## src/source/fetch_pkg.sv

```systemverilog
package fetch_pkg;

    // widths
    localparam int INST_ADDR_WIDTH = 32;   // pc and instruction address
    localparam int INST_W          = 32;   // one rv32 instruction
    localparam int CREDIT_W        = 2;    // credit counter bits

    // addi x0,x0,0
    localparam logic [INST_W-1:0] INST_NOP = 32'h0000_0013;

    // conditional branch major opcode
    localparam logic [6:0] OPC_BRANCH = 7'b110_0011;

    // packets decode can hold, counter reset value
    localparam logic [CREDIT_W-1:0] FETCH_CREDITS = 2'd2;

    // two slots of one 64-bit fetch, hi is the word at pc+4
    typedef struct packed {
        logic [INST_W-1:0] hi;
        logic [INST_W-1:0] lo;
    } fetch_slots_t;

    // bus sees raw, predecode and pipe see slots
    typedef union packed {
        logic [2*INST_W-1:0] raw;
        fetch_slots_t        slot;
    } fetch_word_u;

    // packet handed to decode
    typedef struct packed {
        logic [INST_W-1:0]          inst1;
        logic [INST_ADDR_WIDTH-1:0] addr1;
        logic [INST_W-1:0]          inst2;
        logic [INST_ADDR_WIDTH-1:0] addr2;
        logic                       pred1;   // slot 1 predicted taken
        logic                       pred2;   // slot 2 predicted taken
        logic                       valid;
    } fetch_pkt_t;

    // config register contents
    typedef struct packed {
        logic                       fetch_en;
        logic                       dual_en;
        logic [INST_ADDR_WIDTH-1:0] boot_pc;
    } fetch_cfg_t;

endpackage
```

## src/source/fetch_top.sv

```systemverilog
module fetch_top (
    input  logic                                  clk,
    input  logic                                  arst_n_i,
    // config port
    input  logic                                  cfg_we_i,
    input  logic                                  cfg_addr_i,
    input  logic [fetch_pkg::INST_ADDR_WIDTH-1:0] cfg_wdata_i,
    output logic [fetch_pkg::INST_ADDR_WIDTH-1:0] cfg_rdata_o,
    // instruction memory
    output logic                                  imem_req_o,
    output logic [fetch_pkg::INST_ADDR_WIDTH-1:0] imem_addr_o,
    input  fetch_pkg::fetch_word_u                imem_rdata_i,
    // redirect
    input  logic                                  flush_i,
    input  logic [fetch_pkg::INST_ADDR_WIDTH-1:0] redirect_pc_i,
    // decode
    input  logic                                  credit_ret_i,
    output fetch_pkg::fetch_pkt_t                 pkt_o
);

    fetch_pkg::fetch_cfg_t                 cfg;
    logic                                  rsp_valid;
    logic                                  rsp_kill;
    logic [fetch_pkg::INST_ADDR_WIDTH-1:0] rsp_pc;
    logic                                  pred_lo;
    logic                                  pred_hi;

    fetch_ctrl_regs u_regs (
        .clk         (clk),
        .arst_n_i    (arst_n_i),
        .cfg_we_i    (cfg_we_i),
        .cfg_addr_i  (cfg_addr_i),
        .cfg_wdata_i (cfg_wdata_i),
        .cfg_rdata_o (cfg_rdata_o),
        .cfg_o       (cfg)
    );

    fetch_pc u_pc (
        .clk           (clk),
        .arst_n_i      (arst_n_i),
        .cfg_i         (cfg),
        .flush_i       (flush_i),
        .redirect_pc_i (redirect_pc_i),
        .credit_ret_i  (credit_ret_i),
        .imem_req_o    (imem_req_o),
        .imem_addr_o   (imem_addr_o),
        .rsp_valid_o   (rsp_valid),
        .rsp_kill_o    (rsp_kill),
        .rsp_pc_o      (rsp_pc)
    );

    // flags straight off the bus, same cycle as the data
    fetch_predecode u_predec (
        .word_i    (imem_rdata_i),
        .pred_lo_o (pred_lo),
        .pred_hi_o (pred_hi)
    );

    ifu_pipe u_pipe (
        .clk       (clk),
        .arst_n_i  (arst_n_i),
        .word_i    (imem_rdata_i),
        .pc_i      (rsp_pc),
        .pred_lo_i (pred_lo),
        .pred_hi_i (pred_hi),
        .valid_i   (rsp_valid),
        .flush_i   (rsp_kill),
        .dual_en_i (cfg.dual_en),
        .pkt_o     (pkt_o)
    );

endmodule

```

## src/source/ifu_pipe.sv

```systemverilog
module ifu_pipe (
    input  logic                                  clk,
    input  logic                                  arst_n_i,
    input  fetch_pkg::fetch_word_u                word_i,      // imem response
    input  logic [fetch_pkg::INST_ADDR_WIDTH-1:0] pc_i,        // pc of that response
    input  logic                                  pred_lo_i,
    input  logic                                  pred_hi_i,
    input  logic                                  valid_i,
    input  logic                                  flush_i,     // kill from pc sequencer
    input  logic                                  dual_en_i,
    output fetch_pkg::fetch_pkt_t                 pkt_o
);

    fetch_pkg::fetch_pkt_t pkt_d;
    fetch_pkg::fetch_pkt_t pkt_q;
    logic                  live;         // response survives
    logic                  misaligned;   // pc[2], entry at hi half
    logic                  use_slot2;

    assign live       = valid_i & ~flush_i;
    assign misaligned = pc_i[2];
    assign use_slot2  = live & ~misaligned & dual_en_i;

    always_comb begin
        // default is an empty packet, nop in both slots
        pkt_d       = '0;
        pkt_d.inst1 = fetch_pkg::INST_NOP;
        pkt_d.inst2 = fetch_pkg::INST_NOP;
        pkt_d.valid = live;

        if (live) begin
            pkt_d.addr1 = pc_i;   // already points at the right half
            if (misaligned) begin
                pkt_d.inst1 = word_i.slot.hi;
                pkt_d.pred1 = pred_hi_i;
            end else begin
                pkt_d.inst1 = word_i.slot.lo;
                pkt_d.pred1 = pred_lo_i;
            end
        end

        // second issue slot, only the hi half of an aligned line
        if (use_slot2) begin
            pkt_d.inst2 = word_i.slot.hi;
            pkt_d.addr2 = {pc_i[fetch_pkg::INST_ADDR_WIDTH-1:3], 3'b100};
            pkt_d.pred2 = pred_hi_i;
        end
    end

    // decode always has room under credits, so load every cycle
    always_ff @(posedge clk or negedge arst_n_i) begin
        if (!arst_n_i) begin
            pkt_q <= '0;
        end else begin
            pkt_q <= pkt_d;
        end
    end

    assign pkt_o = pkt_q;

endmodule

```

## src/source/fetch_predecode.sv

```systemverilog
module fetch_predecode (
    input  fetch_pkg::fetch_word_u word_i,
    output logic                   pred_lo_o,   // slot at pc, aligned
    output logic                   pred_hi_o    // slot at pc+4
);

    // btfn: backward conditional branch is taken
    function automatic logic bwd_branch(input logic [fetch_pkg::INST_W-1:0] inst);
        logic is_br;
        is_br = (inst[6:0] == fetch_pkg::OPC_BRANCH);
        return is_br & inst[31];   // imm sign bit, negative offset
    endfunction

    // pure decode of the bus word, no state
    always_comb begin
        pred_lo_o = bwd_branch(word_i.slot.lo);
        pred_hi_o = bwd_branch(word_i.slot.hi);
    end

endmodule

```

## src/source/fetch_pc.sv

```systemverilog
module fetch_pc (
    input  logic                                  clk,
    input  logic                                  arst_n_i,
    input  fetch_pkg::fetch_cfg_t                 cfg_i,
    input  logic                                  flush_i,        // redirect from backend
    input  logic [fetch_pkg::INST_ADDR_WIDTH-1:0] redirect_pc_i,
    input  logic                                  credit_ret_i,   // decode drained a packet
    output logic                                  imem_req_o,
    output logic [fetch_pkg::INST_ADDR_WIDTH-1:0] imem_addr_o,    // 8-byte aligned
    output logic                                  rsp_valid_o,    // imem data valid this cycle
    output logic                                  rsp_kill_o,     // drop this cycle's data
    output logic [fetch_pkg::INST_ADDR_WIDTH-1:0] rsp_pc_o        // full pc of that data
);

    logic [fetch_pkg::INST_ADDR_WIDTH-1:0] pc_q;
    logic [fetch_pkg::INST_ADDR_WIDTH-1:0] pc_d;
    logic [fetch_pkg::CREDIT_W-1:0]        credit_q;
    logic [fetch_pkg::CREDIT_W-1:0]        credit_d;
    logic [fetch_pkg::CREDIT_W:0]          credit_sum;   // one spare bit before clamp
    logic                                  en_q;         // fetch_en last cycle
    logic                                  start;        // fetch_en rising
    logic                                  req;
    logic                                  refund;       // in-flight fetch killed
    logic                                  infl_vld_q;
    logic [fetch_pkg::INST_ADDR_WIDTH-1:0] infl_pc_q;

    assign start  = cfg_i.fetch_en & ~en_q;
    // no fetch while boot pc loads or on a redirect, those would be wrong path
    assign req    = cfg_i.fetch_en & ~start & ~flush_i & (credit_q != '0);
    assign refund = flush_i & infl_vld_q;

    always_comb begin
        pc_d = pc_q;   // hold, also when out of credits
        if (flush_i) begin
            pc_d = redirect_pc_i;
        end else if (start) begin
            pc_d = cfg_i.boot_pc;
        end else if (req) begin
            // +8 when aligned, +4 from the hi half, both land on the next 8-byte line
            pc_d = {pc_q[fetch_pkg::INST_ADDR_WIDTH-1:3] + 1'b1, 3'b000};
        end
    end

    always_comb begin
        credit_sum = {1'b0, credit_q};
        if (credit_ret_i) credit_sum = credit_sum + 1'b1;
        if (refund)       credit_sum = credit_sum + 1'b1;
        if (req)          credit_sum = credit_sum - 1'b1;   // req implies credit_q > 0
        if (credit_sum > {1'b0, fetch_pkg::FETCH_CREDITS}) begin
            credit_d = fetch_pkg::FETCH_CREDITS;   // saturate at decode depth
        end else begin
            credit_d = credit_sum[fetch_pkg::CREDIT_W-1:0];
        end
    end

    always_ff @(posedge clk or negedge arst_n_i) begin
        if (!arst_n_i) begin
            pc_q       <= '0;
            credit_q   <= fetch_pkg::FETCH_CREDITS;   // decode starts empty
            en_q       <= 1'b0;
            infl_vld_q <= 1'b0;
        end else begin
            pc_q       <= pc_d;
            credit_q   <= credit_d;
            en_q       <= cfg_i.fetch_en;
            infl_vld_q <= req;   // memory answers next cycle, always
        end
    end

    // pc of the outstanding fetch
    always_ff @(posedge clk) begin
        if (req) infl_pc_q <= pc_q;
    end

    assign imem_req_o  = req;
    assign imem_addr_o = {pc_q[fetch_pkg::INST_ADDR_WIDTH-1:3], 3'b000};
    assign rsp_valid_o = infl_vld_q;
    assign rsp_kill_o  = flush_i;   // whatever lands during a flush is stale
    assign rsp_pc_o    = infl_pc_q;

endmodule

```

## src/source/fetch_ctrl_regs.sv

```systemverilog
module fetch_ctrl_regs (
    input  logic                                  clk,
    input  logic                                  arst_n_i,
    input  logic                                  cfg_we_i,     // write strobe
    input  logic                                  cfg_addr_i,   // 0 ctrl, 1 boot pc
    input  logic [fetch_pkg::INST_ADDR_WIDTH-1:0] cfg_wdata_i,
    output logic [fetch_pkg::INST_ADDR_WIDTH-1:0] cfg_rdata_o,
    output fetch_pkg::fetch_cfg_t                 cfg_o
);

    fetch_pkg::fetch_cfg_t cfg_q;

    // write side, one register per address
    always_ff @(posedge clk or negedge arst_n_i) begin
        if (!arst_n_i) begin
            cfg_q <= '0;   // fetch off, single issue, boot at 0
        end else if (cfg_we_i) begin
            if (cfg_addr_i) begin
                cfg_q.boot_pc <= cfg_wdata_i;
            end else begin
                cfg_q.fetch_en <= cfg_wdata_i[0];
                cfg_q.dual_en  <= cfg_wdata_i[1];
            end
        end
    end

    // read-back is combinational, same cycle as the address
    always_comb begin
        if (cfg_addr_i) begin
            cfg_rdata_o = cfg_q.boot_pc;
        end else begin
            cfg_rdata_o    = '0;                // upper ctrl bits read zero
            cfg_rdata_o[0] = cfg_q.fetch_en;
            cfg_rdata_o[1] = cfg_q.dual_en;
        end
    end

    assign cfg_o = cfg_q;

endmodule

```

## config.mk

```make
export PLATFORM = sky130hd
export DESIGN_NAME = fetch_top
export DESIGN_NICKNAME = d
export VERILOG_FILES = /design/src/source/fetch_pkg.sv /design/src/source/fetch_top.sv /design/src/source/ifu_pipe.sv /design/src/source/fetch_predecode.sv /design/src/source/fetch_pc.sv /design/src/source/fetch_ctrl_regs.sv
export SDC_FILE = /design/constraint.sdc
export NUM_CORES = 1
export LEC_CHECK = 0
export BUFFER_PORTS_ARGS = -buffer_cell sky130_fd_sc_hd__buf_4
export CORE_ASPECT_RATIO = 0.75
export CORE_MARGIN = 2
export CORE_UTILIZATION = 30
export DETAILED_ROUTE_END_ITERATION = 10
export REMOVE_ABC_BUFFERS = 1
export SLEW_MARGIN = 20
export SYNTH_ARGS = -nofsm -noshare
export SYNTH_HDL_FRONTEND = slang
export SYNTH_SLANG_ARGS = --single-unit
```

## constraint.sdc

```tcl
create_clock -name clk -period 2.9 [get_ports clk]
set_input_delay 0.29 -clock clk [delete_from_list [all_inputs] [get_ports clk]]
set_output_delay 0.29 -clock clk [all_outputs]
set_load 0.01 [all_outputs]
```

==> flow_metrics.env, run 1 <==
export IMPL_peakVddDrop_v=0.000309
export IMPL_yosysWarningCount=0
export IMPL_grt_max_degree=73
export IMPL_wirelength_um=30900
export IMPL_post_synth_top_count_cell="dfrtp_1"
export IMPL_worst_slack_ns=0.282
export IMPL_crit_family="buffers and inverters"
export IMPL_clkSlewWorstSetupHoldPaths_ns=0.06
export IMPL_drv_cap=0
export IMPL_synth_area_um2=9650
export IMPL_min_path_type="input pin to register"
export IMPL_crit_fanout=19
export IMPL_synth_ff_type="dfrtp_1"
export IMPL_antenna_found_initial=0
export IMPL_synth_simple_area_share_pct=17.5
export IMPL_muxShareOfSynthArea_pct=7.73
export IMPL_synth_top_area_share_pct=51.3
export IMPL_cp_start_kind="register"
export IMPL_avgViaCountPerCell=4.59
export IMPL_cts_tree="yes"
export IMPL_rr_startpoint="u_pc.credit_q[1]"
export IMPL_dieHeight_um=159
export IMPL_ios=330
export IMPL_grt_use_total_pct=18.3
export IMPL_syn2layout_area_growth_pct=46.5
export IMPL_die_w_um=211
export IMPL_regToRegSetupSlack_ns=0.52
export IMPL_place_ws_ns=0.548
export IMPL_startpoint="u_pc.credit_q[1]"
export IMPL_path_cells="inv_1, ha_1, nor2_1, nand3_1, inv_2, buf_4, buf_4"
export IMPL_final_setup_viol_count=0
export IMPL_fin_tns_setup_ns=0
export IMPL_core_um2=31500
export IMPL_synth_edff_count=32
export IMPL_synth_xor_area_share_pct=1.09
export IMPL_fin_worst_skew_ns=0.0120
export IMPL_grt_pass1_vias=7774
export IMPL_cts_resized=0
export IMPL_ant_nets=0
export IMPL_dpl_hpwl_um=21600
export IMPL_synth_cell_types=60
export IMPL_synth_compound_area_share_pct=6.68
export IMPL_first_iter_violations=500
export IMPL_avgSynthCellArea_um2=11.8
export IMPL_reg2regPathDepth=10
export IMPL_critical_path_class="register to output port"
export IMPL_worstSetupEndpoint="imem_req_o"
export IMPL_crit_buf_inv=4
export IMPL_cts_buffers=25
export IMPL_cts_setup_buffers=0
export IMPL_rsz0062_at_grt="false"
export IMPL_crit_required_ns=2.61
export IMPL_cts_htree_levels=1
export IMPL_synth_fa_ha_area_share_pct=0.648
export IMPL_yosysTopAreaCell="dfrtp_1"
export IMPL_worst_path_stages=7
export IMPL_hold_violations=0
export IMPL_routabilityCongestion=0.851
export IMPL_r2r_end="u_pc.credit_q[0]"
export IMPL_slew_violations=0
export IMPL_leakage_nw=6.77
export IMPL_synthCells=820
export IMPL_relSlewSlack_pct=57.0
export IMPL_nets=1357
export IMPL_clockBufferDepth=3
export IMPL_tightestPinTransition_ns=0.645
export IMPL_insertion_delay_ns=0.53
export IMPL_slowest_stage="dfstp_2"
export IMPL_async_reset_ff_share_pct=86.1
export IMPL_dieArea_um2=33600
export IMPL_grt_pass1_wl_um=47700
export IMPL_antennaDiodeCount=0
export IMPL_layout_min_cycle_time_ns=2.62
export IMPL_power_density_nw_per_um2=606
export IMPL_vias=7532
export IMPL_row_count=56
export IMPL_initial_core_util_pct=30.7
export IMPL_port_buffers=324
export IMPL_worstSetupEndpointType="output port"
export IMPL_crit_path_frequent_cell="buf_4"
export IMPL_cts_root_buf="clkbuf_16"
export IMPL_synth_area_leaders="dfrtp_1, edfxtp_1, and2_1"
export IMPL_cts_sinks=231
export IMPL_synth_top_family_by_area="simple AND/OR/NAND/NOR gates"
export IMPL_synth_seq_cells=231
export IMPL_drc_errors=0
export IMPL_fmax_mhz=382
export IMPL_post_drt_wl_per_cell_um=18.8
export IMPL_cp_slowest_stage_delay_ns=0.53
export IMPL_drt_first_pass_iters=5
export IMPL_drive_gt1_share_pct=34.5
export IMPL_period_share_pct=90.3
export IMPL_grt_overflow_total=0
export IMPL_cp_arrival_ns=2.33
export IMPL_status="finished, final reports clean"
export IMPL_seq_area_frac_synth_pct=61.6
export IMPL_synthTopCellsByCount="dfrtp_1, and2_1, nor2_1"
-- per-stage QoR --
| stage | area [µm²] | power, W | std cells | hold slack, ns | utilization (%) |
|---|---|---|---|---|---|
| 2_1_floorplan | 9230 | 0.00457 | 746 | -0.00559 | - |
| 3_3_place_gp | 12400 | 0.00548 | 1496 | 0.368 | 39.3 |
| 3_5_place_dp | 12400 | 0.00551 | 1496 | 0.370 | 39.3 |
| 4_1_cts | 14100 | 0.00871 | 1642 | 0.00163 | 44.9 |
| 5_1_grt | 14100 | 0.00904 | 1642 | 0.00732 | 44.9 |
| 6_report | 14100 | 0.00857 | 1642 | 0.0224 | 44.9 |
-- worst reg2reg max path, delay by kind of cell, from the launching register on --
kind / cells / cell delay, ns
flip-flops: 1 / 0.53
buffers and inverters: 1 / 0.05
adder cells (fa/ha/maj): 3 / 0.84
AO/OA/AOI/OAI: 2 / 0.38
multiplexers: 1 / 0.19
AND/OR/NAND/NOR: 3 / 0.29
-- power breakdown --
part	leakage (nW)	internal (W)	switching (W)	total, W
clock	0.381	0.00175	0.00127	0.00302
sequential	2.89	0.00359	0.000326	0.00392
combinational	3.50	0.000812	0.000824	0.00164
-- cells in the final DEF (no fill, tap or decap), types with 5 or more instances in the layout --
cell type	count
a21oi_1	28
a22oi_1	6
a31oi_1	5
and2_1	124
and3_1	6
buf_4	341
clkbuf_1	10
clkbuf_16	26
clkbuf_8	5
clkinv_2	5
conb_1	5
dfrtp_1	198
dlygate4sd3_1	101
edfxtp_1	32
ha_1	5
inv_1	5
mux2_2	36
mux2i_1	34
nand2_1	55
nand2b_1	10
nand3_1	11
nor2_1	66
nor3_1	12
nor4_1	5
o21ai_0	33
o22ai_1	6
xnor2_1	8
-- how the worst min path moves through the flow --
stage,endpoint,cells past startpoint,slack (ns),start
4_1_cts,u_pipe.pkt_o[108],3,0.002,imem_rdata_i[9]
2_1_floorplan,u_pc.credit_q[0],0,-0.006,arst_n_i
6_report,u_pipe.pkt_o[108],3,0.02,imem_rdata_i[9]
3_3_place_gp,u_pipe.pkt_o[22],1,0.37,arst_n_i
5_1_grt,u_pipe.pkt_o[108],3,0.007,imem_rdata_i[9]
3_5_place_dp,u_pipe.pkt_o[85],1,0.37,arst_n_i
-- kinds of logic after synthesis --
group / Yosys count
multiplexers: 70
other: 1
AND/OR/NAND/NOR: 313
buffers and inverters: 84
AO/OA/AOI/OAI: 104
XOR/XNOR: 12
flip-flops: 231
adder cells (fa/ha/maj): 5
-- routing by layer --
metal / vias to the layer above / track usage, % / routed length [µm]
met2: 250 / 28.3 / 14200
li1: 3555 / - / -
met4: 0 / 5.60 / 937
met3: 55 / 3.45 / 1750
met5: - / 0 / 0
met1: 3672 / 26.0 / 14000
-- what timing repair did --
action / CTS / global route
hold endpoints to repair: 170 / 0
setup endpoints to repair: 0 / 0
hold buffers: 101 / 0
-- flip-flops by register name, indices dropped and copies added, names as in the netlist --
| signal | flops |
|---|---|
| u_pc.credit_q | 2 |
| u_pc.en_q | 1 |
| u_pc.pc_q | 32 |
| u_pc.rsp_pc_o | 32 |
| u_pc.rsp_valid_o | 1 |
| u_pipe.pkt_o | 129 |
| u_regs.cfg_o | 34 |
-- cell type report --
type | count | area (µm²)
sequential | 231 | 5940
clock inverter | 5 | 25.0
tap | 406 | 508
timing repair buffer | 445 | 3620
clock buffer | 40 | 743
inverter | 6 | 22.5
fill | 2954 | 17300
multi-input combinational | 509 | 3270
(Power assumes the default switching activity.)
==> inputs of run 2 (changes only) <==
--- a/config.mk
+++ b/config.mk
@@ -10,6 +10,7 @@
 export CORE_MARGIN = 2
 export CORE_UTILIZATION = 30
 export DETAILED_ROUTE_END_ITERATION = 10
+export PLACE_DENSITY_LB_ADDON = 0.08
 export REMOVE_ABC_BUFFERS = 1
 export SLEW_MARGIN = 20
 export SYNTH_ARGS = -nofsm -noshare
==> flow_metrics.env, run 2 (same netlist as run 1, synthesis figures left out) <==
export IMPL_status="finished, final reports clean"
export IMPL_syn2layout_area_growth_pct=47.8
export IMPL_path_cells="inv_1, ha_1, nor2_1, nand3_1, inv_2, buf_12, buf_4"
export IMPL_regToRegSetupSlack_ns=0.54
export IMPL_core_um2=31500
export IMPL_cts_setup_buffers=0
export IMPL_cts_buffers=26
export IMPL_grt_max_degree=67
export IMPL_clockBufferDepth=3
export IMPL_slowest_stage="dfstp_2"
export IMPL_avgViaCountPerCell=4.60
export IMPL_tightestPinTransition_ns=0.995
export IMPL_fin_tns_setup_ns=0
export IMPL_met2WireLength_um=14400
export IMPL_ant_nets=0
export IMPL_final_setup_viol_count=0
export IMPL_routed_top_layer="met4"
export IMPL_place_ws_ns=0.563
export IMPL_worst_slack_ns=0.227
export IMPL_vias=7586
export IMPL_fin_worst_skew_ns=0.00671
export IMPL_post_drt_wl_per_cell_um=19.2
export IMPL_grt_use_total_pct=18.7
export IMPL_crit_fanout=35
export IMPL_critical_path_class="register to output port"
export IMPL_grt_pass1_vias=7909
export IMPL_cts_sinks=231
export IMPL_cp_arrival_ns=2.38
export IMPL_drt_first_pass_iters=5
export IMPL_wirelength_um=31700
export IMPL_cts_tree="yes"
export IMPL_met3_length_um=1660
export IMPL_row_count=56
export IMPL_grt_pass1_wl_um=48400
export IMPL_peakVddDrop_v=0.000401
export IMPL_relSlewSlack_pct=33.4
export IMPL_crit_buf_inv=4
export IMPL_dpl_hpwl_um=21800
export IMPL_clkSlewWorstSetupHoldPaths_ns=0.06
export IMPL_worstSetupEndpointType="output port"
export IMPL_period_share_pct=92.2
export IMPL_antennaDiodeCount=0
export IMPL_routabilityCongestion=0.804
export IMPL_finish_instance_area_um2=14300
export IMPL_antenna_found_initial=0
export IMPL_min_path_type="input pin to register"
export IMPL_routedLengthMet1_um=14800
export IMPL_slew_violations=0
export IMPL_drv_cap=0
export IMPL_insertion_delay_ns=0.55
export IMPL_crit_required_ns=2.61
export IMPL_initial_core_util_pct=30.7
export IMPL_rsz0062_at_grt="false"
export IMPL_leakage_nw=6.83
export IMPL_drc_errors=0
export IMPL_port_buffers=324
export IMPL_ios=330
export IMPL_hold_violations=0
export IMPL_die_w_um=211
export IMPL_grt_overflow_total=0
export IMPL_cp_slowest_stage_delay_ns=0.53
export IMPL_cts_htree_levels=1
export IMPL_nets=1363
export IMPL_dpl_cell_area_um2=12300
export IMPL_layout_commonest_cell="buf_4"
export IMPL_dieHeight_um=159
export IMPL_cp_start_kind="register"
export IMPL_first_iter_violations=470
export IMPL_dieArea_um2=33600
export IMPL_crit_family="buffers and inverters"
export IMPL_cts_root_buf="clkbuf_16"
export IMPL_drive_gt1_share_pct=34.9
export IMPL_layout_min_cycle_time_ns=2.67
export IMPL_largest_reg_flops=129
export IMPL_fmax_mhz=374
export IMPL_power_density_nw_per_um2=618
export IMPL_mostFrequentLayoutCells="buf_4, dfrtp_1, and2_1"
-- run 2: cell types whose count changed in the layout (fill, tap and decap cells not counted), moves of 3 or more --
cell | before | now
dlygate4sd3_1 | 101 | 109
clkbuf_1 | 10 | 6
clkinv_2 | 5 | 9
buf_4 | 341 | 338
-- run 2: timing repair --
item | CTS | global route
gates resized for setup | 0 | 0
endpoints found under the hold margin | 171 | 0
hold buffers | 109 | 0
endpoints found under the setup margin | 0 | 0
-- run 2: final timing paths --
check                                   endpoint  cells past startpoint         startpoint
worst min register to register  u_pc.rsp_pc_o[1]                      0       u_pc.pc_q[1]
worst max-delay path                  imem_req_o                      7   u_pc.credit_q[1]
worst max register to register  u_pc.credit_q[0]                     10   u_pc.credit_q[1]
max in group asynchronous       u_pipe.pkt_o[54]                      3           arst_n_i
worst min-delay path               u_pc.pc_q[18]                      3  redirect_pc_i[18]
min in group asynchronous       u_pipe.pkt_o[58]                      2           arst_n_i
-- run 2: area by class of cell --
type | instances | area (µm²)
clock buffers | 37 | 742
clock inverters | 11 | 91.3
fillers | 3002 | 17200
inverters | 6 | 22.5
multi-input cells | 509 | 3280
flip-flops and latches | 231 | 5940
well taps | 406 | 508
repair buffers | 450 | 3680
-- run 2: stage by stage --
stage	hold WS [ns]	utilization [%]	instances	total power [W]
after floorplan	-0.00559	-	746	0.00457
after global placement	0.302	39.2	1493	0.00548
after detailed placement	0.299	39.2	1493	0.00550
after CTS	0.00365	45.4	1650	0.00893
after global routing	0.0141	45.4	1650	0.00925
final	0.0210	45.4	1650	0.00882
-- run 2: where the power goes --
part           switching [W]  internal (W)
registers           0.000313       0.00359
clock network        0.00140       0.00187
logic               0.000833      0.000816
total                0.00255       0.00627
-- run 2: tightest hold or removal path, stage by stage --
cell and delay [ns]:
buf_4 0.08, a21oi_1 0.05, a21oi_1 0.11
-- run 2: metal layers --
layer  global-route usage [%]  up-vias
met5                        0        -
met4                     5.19        0
met3                     4.04       52
met2                     29.0      196
met1                     26.4     3763
li1                         -     3575
==> inputs of run 3 (changes only) <==
--- a/config.mk
+++ b/config.mk
@@ -5,6 +5,7 @@
 export SDC_FILE = /design/constraint.sdc
 export NUM_CORES = 1
 export LEC_CHECK = 0
+export ABC_AREA = 1
 export BUFFER_PORTS_ARGS = -buffer_cell sky130_fd_sc_hd__buf_4
 export CORE_ASPECT_RATIO = 0.75
 export CORE_MARGIN = 2
==> flow_metrics.env, run 3 <==
export IMPL_worstSetupEndpointType="output port"
export IMPL_dieHeight_um=163
export IMPL_grt_pass1_wl_um=51300
export IMPL_post_route_util_pct=43.7
export IMPL_worst_path_stages=5
export IMPL_cts_resized=0
export IMPL_grt_pass1_vias=8705
export IMPL_cts_tree="yes"
export IMPL_cp_arrival_ns=2.12
export IMPL_whs_ns=0.0304
export IMPL_path_cells="inv_1, ha_1, or2_1, nor3_4, buf_4"
export IMPL_hold_violations=0
export IMPL_grt_overflow_total=0
export IMPL_cp_slowest_stage_delay_ns=0.52
export IMPL_relSlewSlack_pct=51.8
export IMPL_synth_edff_count=32
export IMPL_avgSynthCellArea_um2=8.79
export IMPL_largest_reg_flops=129
export IMPL_min_path_type="input pin to register"
export IMPL_insertion_delay_ns=0.55
export IMPL_drive_gt1_share_pct=26.5
export IMPL_routabilityCongestion=0.832
export IMPL_slowest_stage="dfstp_2"
export IMPL_layout_commonest_cell="buf_4"
export IMPL_status="finished, final reports clean"
export IMPL_drc_errors=0
export IMPL_crit_fanout=8
export IMPL_place_ws_ns=0.811
export IMPL_fmax_mhz=414
export IMPL_ios=330
export IMPL_synth_seq_cells=231
export IMPL_regToRegSetupSlack_ns=0.80
export IMPL_crit_family="simple AND/OR/NAND/NOR gates"
export IMPL_synth_area_leaders="dfrtp_1, nand2_1, edfxtp_1"
export IMPL_antennaDiodeCount=0
export IMPL_hp_start="imem_rdata_i[0]"
export IMPL_cts_setup_buffers=0
export IMPL_clkSlewWorstSetupHoldPaths_ns=0.06
export IMPL_port_buffers=324
export IMPL_power_density_nw_per_um2=612
export IMPL_fin_tns_setup_ns=0
export IMPL_crit_required_ns=2.61
export IMPL_seq_area_frac_synth_pct=59.1
export IMPL_avgViaCountPerCell=4.20
export IMPL_drv_cap=0
export IMPL_yosysTopAreaCell="dfrtp_1"
export IMPL_rr_startpoint="u_pc.credit_q[1]"
export IMPL_tightestPinTransition_ns=0.722
export IMPL_first_iter_violations=437
export IMPL_whs_path_depth=3
export IMPL_worst_slack_ns=0.487
export IMPL_yosysWarningCount=0
export IMPL_period_share_pct=83.2
export IMPL_reg2regPathDepth=11
export IMPL_leakage_nw=7.82
export IMPL_clockBufferDepth=3
export IMPL_dpl_hpwl_um=23700
export IMPL_mostFrequentLayoutCells="buf_4, nand2_1, dfrtp_1"
export IMPL_slew_violations=0
export IMPL_grt_use_total_pct=18.8
export IMPL_peakVddDrop_v=0.000337
export IMPL_async_reset_ff_share_pct=86.1
export IMPL_drt_first_pass_iters=6
export IMPL_core_um2=33300
export IMPL_ant_nets=0
export IMPL_grt_max_degree=87
export IMPL_dieArea_um2=35000
export IMPL_vias=8408
export IMPL_synth_top_area_share_pct=49.2
export IMPL_die_w_um=215
export IMPL_critical_path_class="register to output port"
export IMPL_antenna_found_initial=0
export IMPL_rsz0062_at_grt="false"
export IMPL_fillers=3306
export IMPL_layout_min_cycle_time_ns=2.41
export IMPL_cts_htree_levels=1
export IMPL_cts_buffers=26
export IMPL_post_synth_top_count_cell="nand2_1"
export IMPL_crit_buf_inv=2
export IMPL_wirelength_um=32900
export IMPL_post_drt_wl_per_cell_um=16.4
export IMPL_synthCells=1145
export IMPL_syn2layout_area_growth_pct=44.7
export IMPL_cp_start_kind="register"
export IMPL_cts_sinks=231
export IMPL_synth_area_um2=10100
export IMPL_startpoint="u_pc.credit_q[1]"
export IMPL_row_count=58
export IMPL_synth_ff_type="dfrtp_1"
export IMPL_fin_worst_skew_ns=0.0161
export IMPL_cts_root_buf="clkbuf_16"
export IMPL_final_setup_viol_count=0
export IMPL_nets=1672
export IMPL_synth_cell_types=37
export IMPL_initial_core_util_pct=30.2
export IMPL_cts_hold_fix_buffers=94
export IMPL_synthTopCellsByCount="nand2_1, dfrtp_1, inv_1"
==> run 3: cell count changes after synthesis, sizes merged, moves of 7 or more <==
cell,before,now
nand2,55,261
inv,6,197
and2,124,0
nor2,66,167
o21ai,33,90
nand3,11,46
mux2i,34,1
mux2,36,8
buf,46,61
clkbuf,32,17
nand2b,10,0
nor3,12,2
and3,7,0
==> run 3: cell families (layout without fill, tap and decap cells) <==
logic type	count (synthesis)	count (layout)	synth area share, %
adders and majority gates	5	5	0.622
other	1	5	0.0373
xor gates and xnor gates	11	11	0.958
buffers and inverters	275	679	11.9
AOI/OAI and AO/OA	132	132	6.89
muxes	9	9	0.995
DFF	231	231	59.1
and+or+nand+nor	481	481	19.5
==> run 3: area by class of cell <==
class / count / area, µm² / share of cell area [%]
Sequential cell: 231 / 5940 / 40.8
Timing Repair Buffer: 434 / 3550 / 24.4
Multi-Input combinational cell: 643 / 2940 / 20.2
Clock buffer: 43 / 786 / 5.40
Inverter: 197 / 739 / 5.08
Tap cell: 450 / 563 / 3.87
Clock inverter: 5 / 38.8 / 0.266
==> run 3: layer usage <==
metal	GRT usage (%)	routed length, µm	share of wire (%)
met1	26.1	15700	48
met2	30.1	14700	45
met3	4.33	1930	5.9
met4	4.01	565	1.7
met5	0	0	0
==> run 3: worst paths after layout <==
kind | to
worst min register to register | u_pc.en_q
min in group asynchronous | u_pipe.pkt_o[56]
worst max-delay path | imem_req_o
max in group asynchronous | u_pipe.pkt_o[47]
worst min-delay path | u_pipe.pkt_o[99]
worst max register to register | u_pc.credit_q[0]
==> run 3: where the power goes <==
group / switching (W) / internal, W / leakage (nW)
Sequential: 0.000368 / 0.00358 / 2.87
Combinational: 0.000986 / 0.000797 / 4.55
Clock: 0.00133 / 0.00185 / 0.400
Total: 0.00269 / 0.00623 / 7.82
==> run 3: stage by stage <==
| stage | cells | area (µm²) | power (W) |
|---|---|---|---|
| 2_1_floorplan | 1071 | 9620 | 0.00475 |
| 3_3_place_gp | 1861 | 12800 | 0.00572 |
| 3_5_place_dp | 1861 | 12800 | 0.00573 |
| 4_1_cts | 2003 | 14600 | 0.00910 |
| 5_1_grt | 2003 | 14600 | 0.00947 |
| 6_report | 2003 | 14600 | 0.00892 |
==> run 3: worst reg2reg max path: stages, from the launching register on <==
cell     delay (ns)
dfstp_2        0.52
inv_1          0.05
ha_1           0.26
nand2_1        0.06
o21ai_0        0.11
ha_1           0.29
mux2i_1        0.18
ha_1           0.17
nand2_1        0.06
xor2_1         0.16
nand2_1        0.08
nor2_1         0.04
